===== config.mk =====
export PLATFORM = sky130hd
export DESIGN_NAME = direction_predictor
export DESIGN_NICKNAME = d
export VERILOG_FILES = /design/src/design/bp_pkg.sv /design/src/design/direction_predictor.sv
export SDC_FILE = /design/constraint.sdc
export NUM_CORES = 1
export LEC_CHECK = 0
export ABC_CLOCK_PERIOD_IN_PS = 1000
export BUFFER_PORTS_ARGS = -buffer_cell sky130_fd_sc_hd__buf_2
export CAP_MARGIN = 20
export CELL_PAD_IN_SITES_DETAIL_PLACEMENT = 1
export CELL_PAD_IN_SITES_GLOBAL_PLACEMENT = 1
export CORE_UTILIZATION = 25
export CTS_CLUSTER_DIAMETER = 120
export DETAILED_ROUTE_END_ITERATION = 7
export PLACE_DENSITY_LB_ADDON = 0.3
export REMOVE_ABC_BUFFERS = 1
export SYNTH_ARGS = -nofsm -noshare
export SYNTH_HDL_FRONTEND = slang
export SYNTH_SLANG_ARGS = --single-unit

===== constraint.sdc =====
create_clock -name clk -period 1 [get_ports clk]
set_input_delay 0.05 -clock clk [delete_from_list [all_inputs] [get_ports clk]]
set_output_delay 0.05 -clock clk [all_outputs]
set_load 0.05 [all_outputs]

===== src/design/bp_pkg.sv =====
// branch predictor package, shared widths, table index layout and state encodings
package bp_pkg;

    // address and table geometry
    localparam int pc_width     = 32;
    localparam int index_width  = 8;
    localparam int index_lsb    = 3;    // skip the bundle offset
    localparam int index_msb    = index_lsb + index_width - 1;
    localparam int table_depth  = 1 << index_width;
    localparam int bundle_bytes = 8;

    // predecoder branch type
    localparam logic [1:0] btype_none   = 2'b00;
    localparam logic [1:0] btype_uncond = 2'b01;
    localparam logic [1:0] btype_rel    = 2'b10;
    localparam logic [1:0] btype_ind    = 2'b11;

    // 2-bit direction counters, bit 0 set means not taken
    localparam logic [1:0] ctr_strong_taken = 2'b00;
    localparam logic [1:0] ctr_strong_not   = 2'b01;
    localparam logic [1:0] ctr_weak_taken   = 2'b10;
    localparam logic [1:0] ctr_weak_not     = 2'b11;

    // strategy chooser
    localparam logic [1:0] sel_static   = 2'b00;    // static not taken
    localparam logic [1:0] sel_easy     = 2'b01;
    localparam logic [1:0] sel_hard     = 2'b10;
    localparam logic [1:0] sel_reserved = 2'b11;    // always taken, never chosen

    // hit score, bit 1 set favours the easy counter
    localparam logic [1:0] score_low    = 2'b00;
    localparam logic [1:0] score_miss   = 2'b01;
    localparam logic [1:0] score_recov  = 2'b10;
    localparam logic [1:0] score_high   = 2'b11;

endpackage


===== src/design/direction_predictor.sv =====
// global direction predictor, easy and hard 2-bit counters picked by a hit score
`timescale 1ns/1ns

module direction_predictor import bp_pkg::*; (
    input  logic clk,
    input  logic rstn,
    input  logic upd_valid,
    input  logic upd_taken,
    input  logic dir_fail,
    output logic pred_taken
);

    logic [1:0] easy_ctr;
    logic [1:0] easy_next;
    logic [1:0] hard_ctr;
    logic [1:0] hard_next;
    logic [1:0] score;
    logic [1:0] score_next;
    logic [1:0] chooser;
    logic [1:0] chooser_next;
    logic       seen_upd;   // set once the first update has arrived
    logic       hit;

    assign hit = !dir_fail;

    // easy counter jumps straight to strong on a repeat, else to weak
    always_comb begin
        if (upd_taken) begin
            case (easy_ctr)
                ctr_strong_taken, ctr_weak_taken: easy_next = ctr_strong_taken;
                default:                          easy_next = ctr_weak_taken;
            endcase
        end else begin
            case (easy_ctr)
                ctr_strong_not, ctr_weak_not: easy_next = ctr_strong_not;
                default:                      easy_next = ctr_weak_not;
            endcase
        end
    end

    // hard counter, saturating with hysteresis
    always_comb begin
        case (hard_ctr)
            ctr_strong_taken: hard_next = upd_taken ? ctr_strong_taken : ctr_weak_taken;
            ctr_weak_taken:   hard_next = upd_taken ? ctr_strong_taken : ctr_weak_not;
            ctr_weak_not:     hard_next = upd_taken ? ctr_weak_taken   : ctr_strong_not;
            default:          hard_next = upd_taken ? ctr_weak_not     : ctr_strong_not;
        endcase
    end

    always_comb begin
        case (score)
            score_low:   score_next = hit ? score_low  : score_miss;
            score_miss:  score_next = hit ? score_low  : score_recov;
            score_recov: score_next = hit ? score_high : score_miss;
            default:     score_next = hit ? score_high : score_recov;
        endcase
    end

    // chooser follows the score one edge behind
    assign chooser_next = score[1] ? sel_easy : sel_hard;

    always_ff @(posedge clk or negedge rstn) begin
        if (!rstn) begin
            easy_ctr <= ctr_weak_taken;
            hard_ctr <= ctr_weak_taken;
            score    <= score_low;
        end else if (upd_valid) begin
            easy_ctr <= easy_next;
            hard_ctr <= hard_next;
            score    <= score_next;
        end
    end

    always_ff @(posedge clk or negedge rstn) begin
        if (!rstn) begin
            seen_upd <= 1'b0;
            chooser  <= sel_static;
        end else begin
            if (upd_valid) begin
                seen_upd <= 1'b1;
            end
            // static until the first update, then reloaded every edge
            if (upd_valid || seen_upd) begin
                chooser <= chooser_next;
            end
        end
    end

    always_comb begin
        case (chooser)
            sel_easy: pred_taken = !easy_ctr[0];
            sel_hard: pred_taken = !hard_ctr[0];
            sel_reserved: pred_taken = 1'b1;
            default: pred_taken = 1'b0;   // sel_static
        endcase
    end

endmodule


==> impl_metrics.toml, run 1 <==
[worst_setup_path]
cell_breakdown_of_the_critical_path = "nor2b_1, o22ai_1, buf_4"
timing.critical_path.fanout_max = 2
worst-endpoint-arrival_ps = 1090
reg2reg_to = "score[0]"
worst-endpoint-required_ps = 950
setup.worst_path.end_class = "output port"
cp_slowest_stage_delay_ps = 370
r2r_slack_ps = 60
worstSetupPathType = "flip-flop to output port"
critical_path.slowest_cell = "sky130_fd_sc_hd__dfrtp_1"
timing.reg2reg.worst_path_depth = 2
timing.critical_path.from_type = "flip-flop"

[detailed_routing]
post_drt_wl_per_cell_um = 11.1
detailed_route_iter0_violations = 2
drt.antenna.violating_nets = 0
vias = 239
drt_first_pass_iters = 3
drc = 0
drt-vias-per-instance = 4.51
wirelength_um = 590

[logic_synthesis]
synth_area_leaders = "sky130_fd_sc_hd__dfrtp_1 52%, sky130_fd_sc_hd__dfstp_2 7.7%, sky130_fd_sc_hd__mux2_2 6.6%, sky130_fd_sc_hd__nor2b_1 3.7%, sky130_fd_sc_hd__buf_6 3.3%"
synth_cell_type_count = 18
post_synthesis_sequential_element_count = 8
post_synth.cell_area_avg_um2 = 11.7
yosys.area.top_type_share = 0.517
syn_inst = 29
synth-warning-count = 0
synthesis.area_um2 = 339
sequential_to_total_area_share_from_yosys_stat = 0.594
synth.largest_area_cell = "sky130_fd_sc_hd__dfrtp_1"

[die]
fp.dieArea_um2 = 1510
start_util = 0.286
chip_height_um = 38.8
rows = 12
design.portCount = 6
die-width_um = 38.8
core_region_area_um2 = 1190

[job]
cap_violations = 0

[global_routing]
globalRoute.totalOverflow = 0
groute.usage.overall = 0.127
grt_start_max_net_pins = 11
first_pass_grt_wire_length_mm = 1.21
grt_pass1_vias = 300
initial_antenna_violation_count = 0

[cts]
worst_skew_pair.late_latency_ps = 250
cts-buffers-inserted = 3
clock_tree.buffer_depth = 2
root_buffer = "sky130_fd_sc_hd__clkbuf_4"
cts.clk_slew.worst_paths_ps = 50
tritoncts = "built"
cts_num_sinks = 8
h_tree_levels = 1

[layout]
n_antenna_cell = 0
most-common-layout-cells = "7 x sky130_fd_sc_hd__dfrtp_1, 4 x sky130_fd_sc_hd__buf_2, 3 x sky130_fd_sc_hd__clkbuf_4"
area.sequential_um2 = 201
layout_commonest_cell = "sky130_fd_sc_hd__dfrtp_1"
final_core_util = 0.361
fill_cells = 135
multiInputGateArea_um2 = 130
syn_to_final_growth_pct = 26.2
post_route_cells_drive_above_1_share = 0.385
design.final.nets = 45
fin_cells = 53

[power]
vdd.ir_drop.worst_v = 0.000751
cellLeakagePower_nw = 0.187
powerDensity_nw_per_um2 = 2460

[worst_hold_path]
whs_path_depth = 2
worst_hold_path.endpoint = "easy_ctr[0]"
hp-class = "primary input to flip-flop"
hold_start = "upd_taken"

[placed_design]
number_of_i_o_port_buffers = 5
place.gp.congestion = 0.685
detailedPlacementHpwl_um = 415
placed_cells_incl_taps = 47

[sta]
setup_viol = 1
grt_setup_unrepaired = "true"
finalHoldViolCount = 0
clock-skew-final_ps = 4.12
timing.slew.headroom = 0.855
final_min_period_over_clock_period = 1.14
max_freq_mhz = 879
whs_ps = 10.9
final_period_minus_worst_setup_slack_ps = 1140
post-route-worst-setup-slack_ps = -138
maxSlewViolCount = 0
worstMarginPinSlew_ps = 215

[outcome]
run_status = "finished with violations"
failed_checks = "setup timing"
[metal layers]
layer	track usage	share of wire	up-vias	wire length [um]
met2	0.196	0.50	6	297
met1	0.134	0.45	114	264
met3	0.0520	0.047	0	28
met5	0	0	-	0
met4	0.103	0	0	0
li1	-	-	119	-
[metrics by stage]
step           setup TNS [ps]  cell area, um2  setup WS [ps]  total power [mW]
6_report                 -138             428           -138              1.05
5_1_grt                  -197             428           -197              1.15
4_1_cts                  -149             417           -149              1.06
3_5_place_dp                0             370          0.919             0.749
3_3_place_gp                0             370           19.2             0.735
2_1_floorplan            -301             328           -301             0.679
[worst max-delay path, delay by kind of cell (launching register included)]
kind	cells	cell delay, ps
AOI/OAI and AO/OA	1	110
and+or+nand+nor	1	130
buffers and inverters	1	220
DFF	1	370
[power by group]
part,internal (mW),leakage [nW],switching (mW)
Clock,0.153,0.0150,0.113
Combinational,0.147,0.0834,0.158
Sequential,0.424,0.0887,0.0587
Total,0.724,0.187,0.330
[worst max path at each step]
stage	cells past startpoint	endpoint	start	slack [ps]
finish	3	pred_taken	easy_ctr[0]	-140
global route	3	pred_taken	easy_ctr[0]	-200
CTS	3	pred_taken	easy_ctr[0]	-150
detailed placement	2	score[0]	flip-flop	0.9
global placement	2	score[0]	flip-flop	20
floorplan	2	pred_taken	easy_ctr[0]	-300
[kinds of logic (layout without fill, tap and decap cells)]
family / count (synthesis) / in the layout / share of synthesized area
AO/OA/AOI/OAI: 8 / 8 / 0.144
XOR/XNOR: 1 / 1 / 0.0258
buffers and inverters: 3 / 13 / 0.0554
flip-flops: 8 / 8 / 0.594
multiplexers: 2 / 2 / 0.0664
AND/OR/NAND/NOR: 7 / 7 / 0.114
[synth_stat cells]
cell type / n
sky130_fd_sc_hd__dfrtp_1: 7
sky130_fd_sc_hd__a21oi_1: 2
sky130_fd_sc_hd__inv_1: 2
sky130_fd_sc_hd__mux2_2: 2
sky130_fd_sc_hd__nand2_1: 2
sky130_fd_sc_hd__nor2b_1: 2
sky130_fd_sc_hd__a31o_2: 1
sky130_fd_sc_hd__a31oi_1: 1
sky130_fd_sc_hd__buf_6: 1
sky130_fd_sc_hd__dfstp_2: 1
sky130_fd_sc_hd__nor2_1: 1
sky130_fd_sc_hd__o21a_1: 1
sky130_fd_sc_hd__o21ai_0: 1
sky130_fd_sc_hd__o21ai_1: 1
sky130_fd_sc_hd__o22ai_1: 1
sky130_fd_sc_hd__or2_2: 1
sky130_fd_sc_hd__or2_4: 1
sky130_fd_sc_hd__xnor2_1: 1
[timing repair]
item	CTS	global route
gates resized for setup	1	2
endpoints found under the hold margin	8	0
setup buffers	1	0
hold buffers	1	0
pin swaps	1	2
endpoints found under the setup margin	2	2
[cell type report]
cell class,count,share of cell area
Multi-Input combinational cell,18,0.304
Tap cell,14,0.0409
Inverter,2,0.0175
Clock buffer,4,0.0614
Timing Repair Buffer,7,0.105
Sequential cell,8,0.471
(Power assumes the default switching activity.)
==> run 2, diff against run 1 <==
ABC_CLOCK_PERIOD_IN_PS = 940   (was 1000)
clock period = 0.94 ns   (was 1 ns; I/O delays follow)
==> run 2 against run 1 <==
The flow still finishes with violations (setup timing). Cell count unchanged. Combinational power increased by 6.9%. Clock skew about the same. Worst setup slack got worse by 56 ps. Die area unchanged. Via count increased by 0.84%. Count of clock-buffer cells in the layout unchanged. Critical path type unchanged. Critical endpoint unchanged.
==> impl_metrics.toml, run 2 (synthesized netlist as in run 1, its figures left out) <==
[outcome]
run_status = "finished with violations"
failed_checks = "setup timing"

[sta]
clock-skew-final_ps = 4.51
post-route-worst-setup-slack_ps = -194
grt_setup_unrepaired = "true"
final_period_minus_worst_setup_slack_ps = 1130
finalHoldViolCount = 0
max_freq_mhz = 882
setup_viol = 1
worstMarginPinSlew_ps = 215
maxSlewViolCount = 0
final_min_period_over_clock_period = 1.21
timing.slew.headroom = 0.855
whs_ps = 125

[worst_hold_path]
hp-class = "primary input to flip-flop"
hold_start = "upd_valid"
whs_path_depth = 2
worst_hold_path.endpoint = "easy_ctr[0]"

[cts]
cts.clk_slew.worst_paths_ps = 50
h_tree_levels = 1
cts_num_sinks = 8
root_buffer = "sky130_fd_sc_hd__clkbuf_4"
clock_tree.buffer_depth = 2
worst_skew_pair.late_latency_ps = 250
cts-buffers-inserted = 3
tritoncts = "built"

[placed_design]
detailedPlacementHpwl_um = 415
place.gp.congestion = 0.685
number_of_i_o_port_buffers = 5

[worst_setup_path]
worstSetupPathType = "flip-flop to output port"
r2r_slack_ps = 0
timing.critical_path.from_type = "flip-flop"
reg2reg_to = "score[0]"
cell_breakdown_of_the_critical_path = "nor2b_1, o22ai_1, buf_4"
critical_path.slowest_cell = "sky130_fd_sc_hd__dfrtp_1"
worst-endpoint-arrival_ps = 1090
cp_slowest_stage_delay_ps = 370
timing.reg2reg.worst_path_depth = 2
worst-endpoint-required_ps = 890
setup.worst_path.end_class = "output port"
crit_path_start = "easy_ctr[0]"
timing.critical_path.fanout_max = 2

[global_routing]
globalRoute.totalOverflow = 0
groute.usage.overall = 0.130
first_pass_grt_wire_length_mm = 1.24
grt_start_max_net_pins = 11
grt_pass1_vias = 304
initial_antenna_violation_count = 0

[die]
rows = 12
die-width_um = 38.8
fp.dieArea_um2 = 1510
chip_height_um = 38.8
design.portCount = 6
start_util = 0.286
core_region_area_um2 = 1190

[detailed_routing]
drt.antenna.violating_nets = 0
vias = 241
drt_first_pass_iters = 3
wirelength_um = 596
post_drt_wl_per_cell_um = 11.2
drc = 0
drt-vias-per-instance = 4.55
detailed_route_iter0_violations = 4

[layout]
post_route_cells_drive_above_1_share = 0.359
syn_to_final_growth_pct = 27.7
design.final.nets = 45
layout_commonest_cell = "sky130_fd_sc_hd__dfrtp_1"
final_core_util = 0.365
fill_cells = 133
multiInputGateArea_um2 = 130
n_antenna_cell = 0
area.sequential_um2 = 201
most-common-layout-cells = "7 x sky130_fd_sc_hd__dfrtp_1, 3 x sky130_fd_sc_hd__clkbuf_4, 3 x sky130_fd_sc_hd__buf_2"

[power]
cellLeakagePower_nw = 0.187
vdd.ir_drop.worst_v = 0.000798
powerDensity_nw_per_um2 = 2590

[job]
cap_violations = 0
## run 2: cell count changes in the layout (fill, tap and decap cells not counted)
cell / previous run / this run
sky130_fd_sc_hd__buf_2: 4 / 3
sky130_fd_sc_hd__dlygate4sd3_1: 1 / 2
## run 2: repair_timing
action,CTS,global route
pin swaps,3,0
hold buffers,2,0
buffers inserted,1,0
endpoints found under the hold margin,9,0
endpoints found under the setup margin,2,3
resized for setup,3,0
## run 2: area by class of cell
type,instances,share of cell area
Clock buffer,4,0.0607
Inverter,2,0.0173
Sequential cell,8,0.465
Tap cell,14,0.0405
Multi-Input combinational cell,18,0.301
Timing Repair Buffer,7,0.116
## run 2: how the worst max path moves through the flow
stage                 end  depth (start not counted)  slack, ps
2_1_floorplan  pred_taken                          2       -360
3_3_place_gp     score[0]                          2        -40
3_5_place_dp     score[0]                          2        -60
4_1_cts        pred_taken                          3       -210
5_1_grt        pred_taken                          3       -250
6_report       pred_taken                          3       -190
## run 2: power breakdown
group / total (mW) / leakage [nW] / switching (mW) / internal, mW
registers: 0.514 / 0.0887 / 0.0625 / 0.451
logic: 0.327 / 0.0836 / 0.169 / 0.158
clock network: 0.283 / 0.0150 / 0.120 / 0.163
## run 2: worst max-delay path: cells and delay by family (launching register included)
family,cells,cell delay [ps]
flip-flops,1,370
buffers and inverters,1,220
AND/OR/NAND/NOR,1,130
AO/OA/AOI/OAI,1,110
## run 2: through the flow
stage | setup slack [ps] | cell area (um2) | TNS [ps] | cells | total power, mW
2_1_floorplan | -358 | 328 | -392 | 28 | 0.723
3_3_place_gp | -40.8 | 370 | -40.8 | 47 | 0.782
3_5_place_dp | -59.1 | 370 | -59.1 | 47 | 0.797
4_1_cts | -206 | 438 | -208 | 54 | 1.15
5_1_grt | -254 | 433 | -296 | 53 | 1.22
6_report | -194 | 433 | -194 | 53 | 1.12
## run 2: layer usage
| layer | GRT usage | part of all wire | wire length [um] | vias up |
|---|---|---|---|---|
| met1 | 0.141 | 0.45 | 268 | 116 |
| met3 | 0.0520 | 0.047 | 28 | 0 |
| li1 | - | - | - | 119 |
| met5 | 0 | 0 | 0 | - |
| met2 | 0.196 | 0.50 | 299 | 6 |
| met4 | 0.103 | 0 | 0 | 0 |
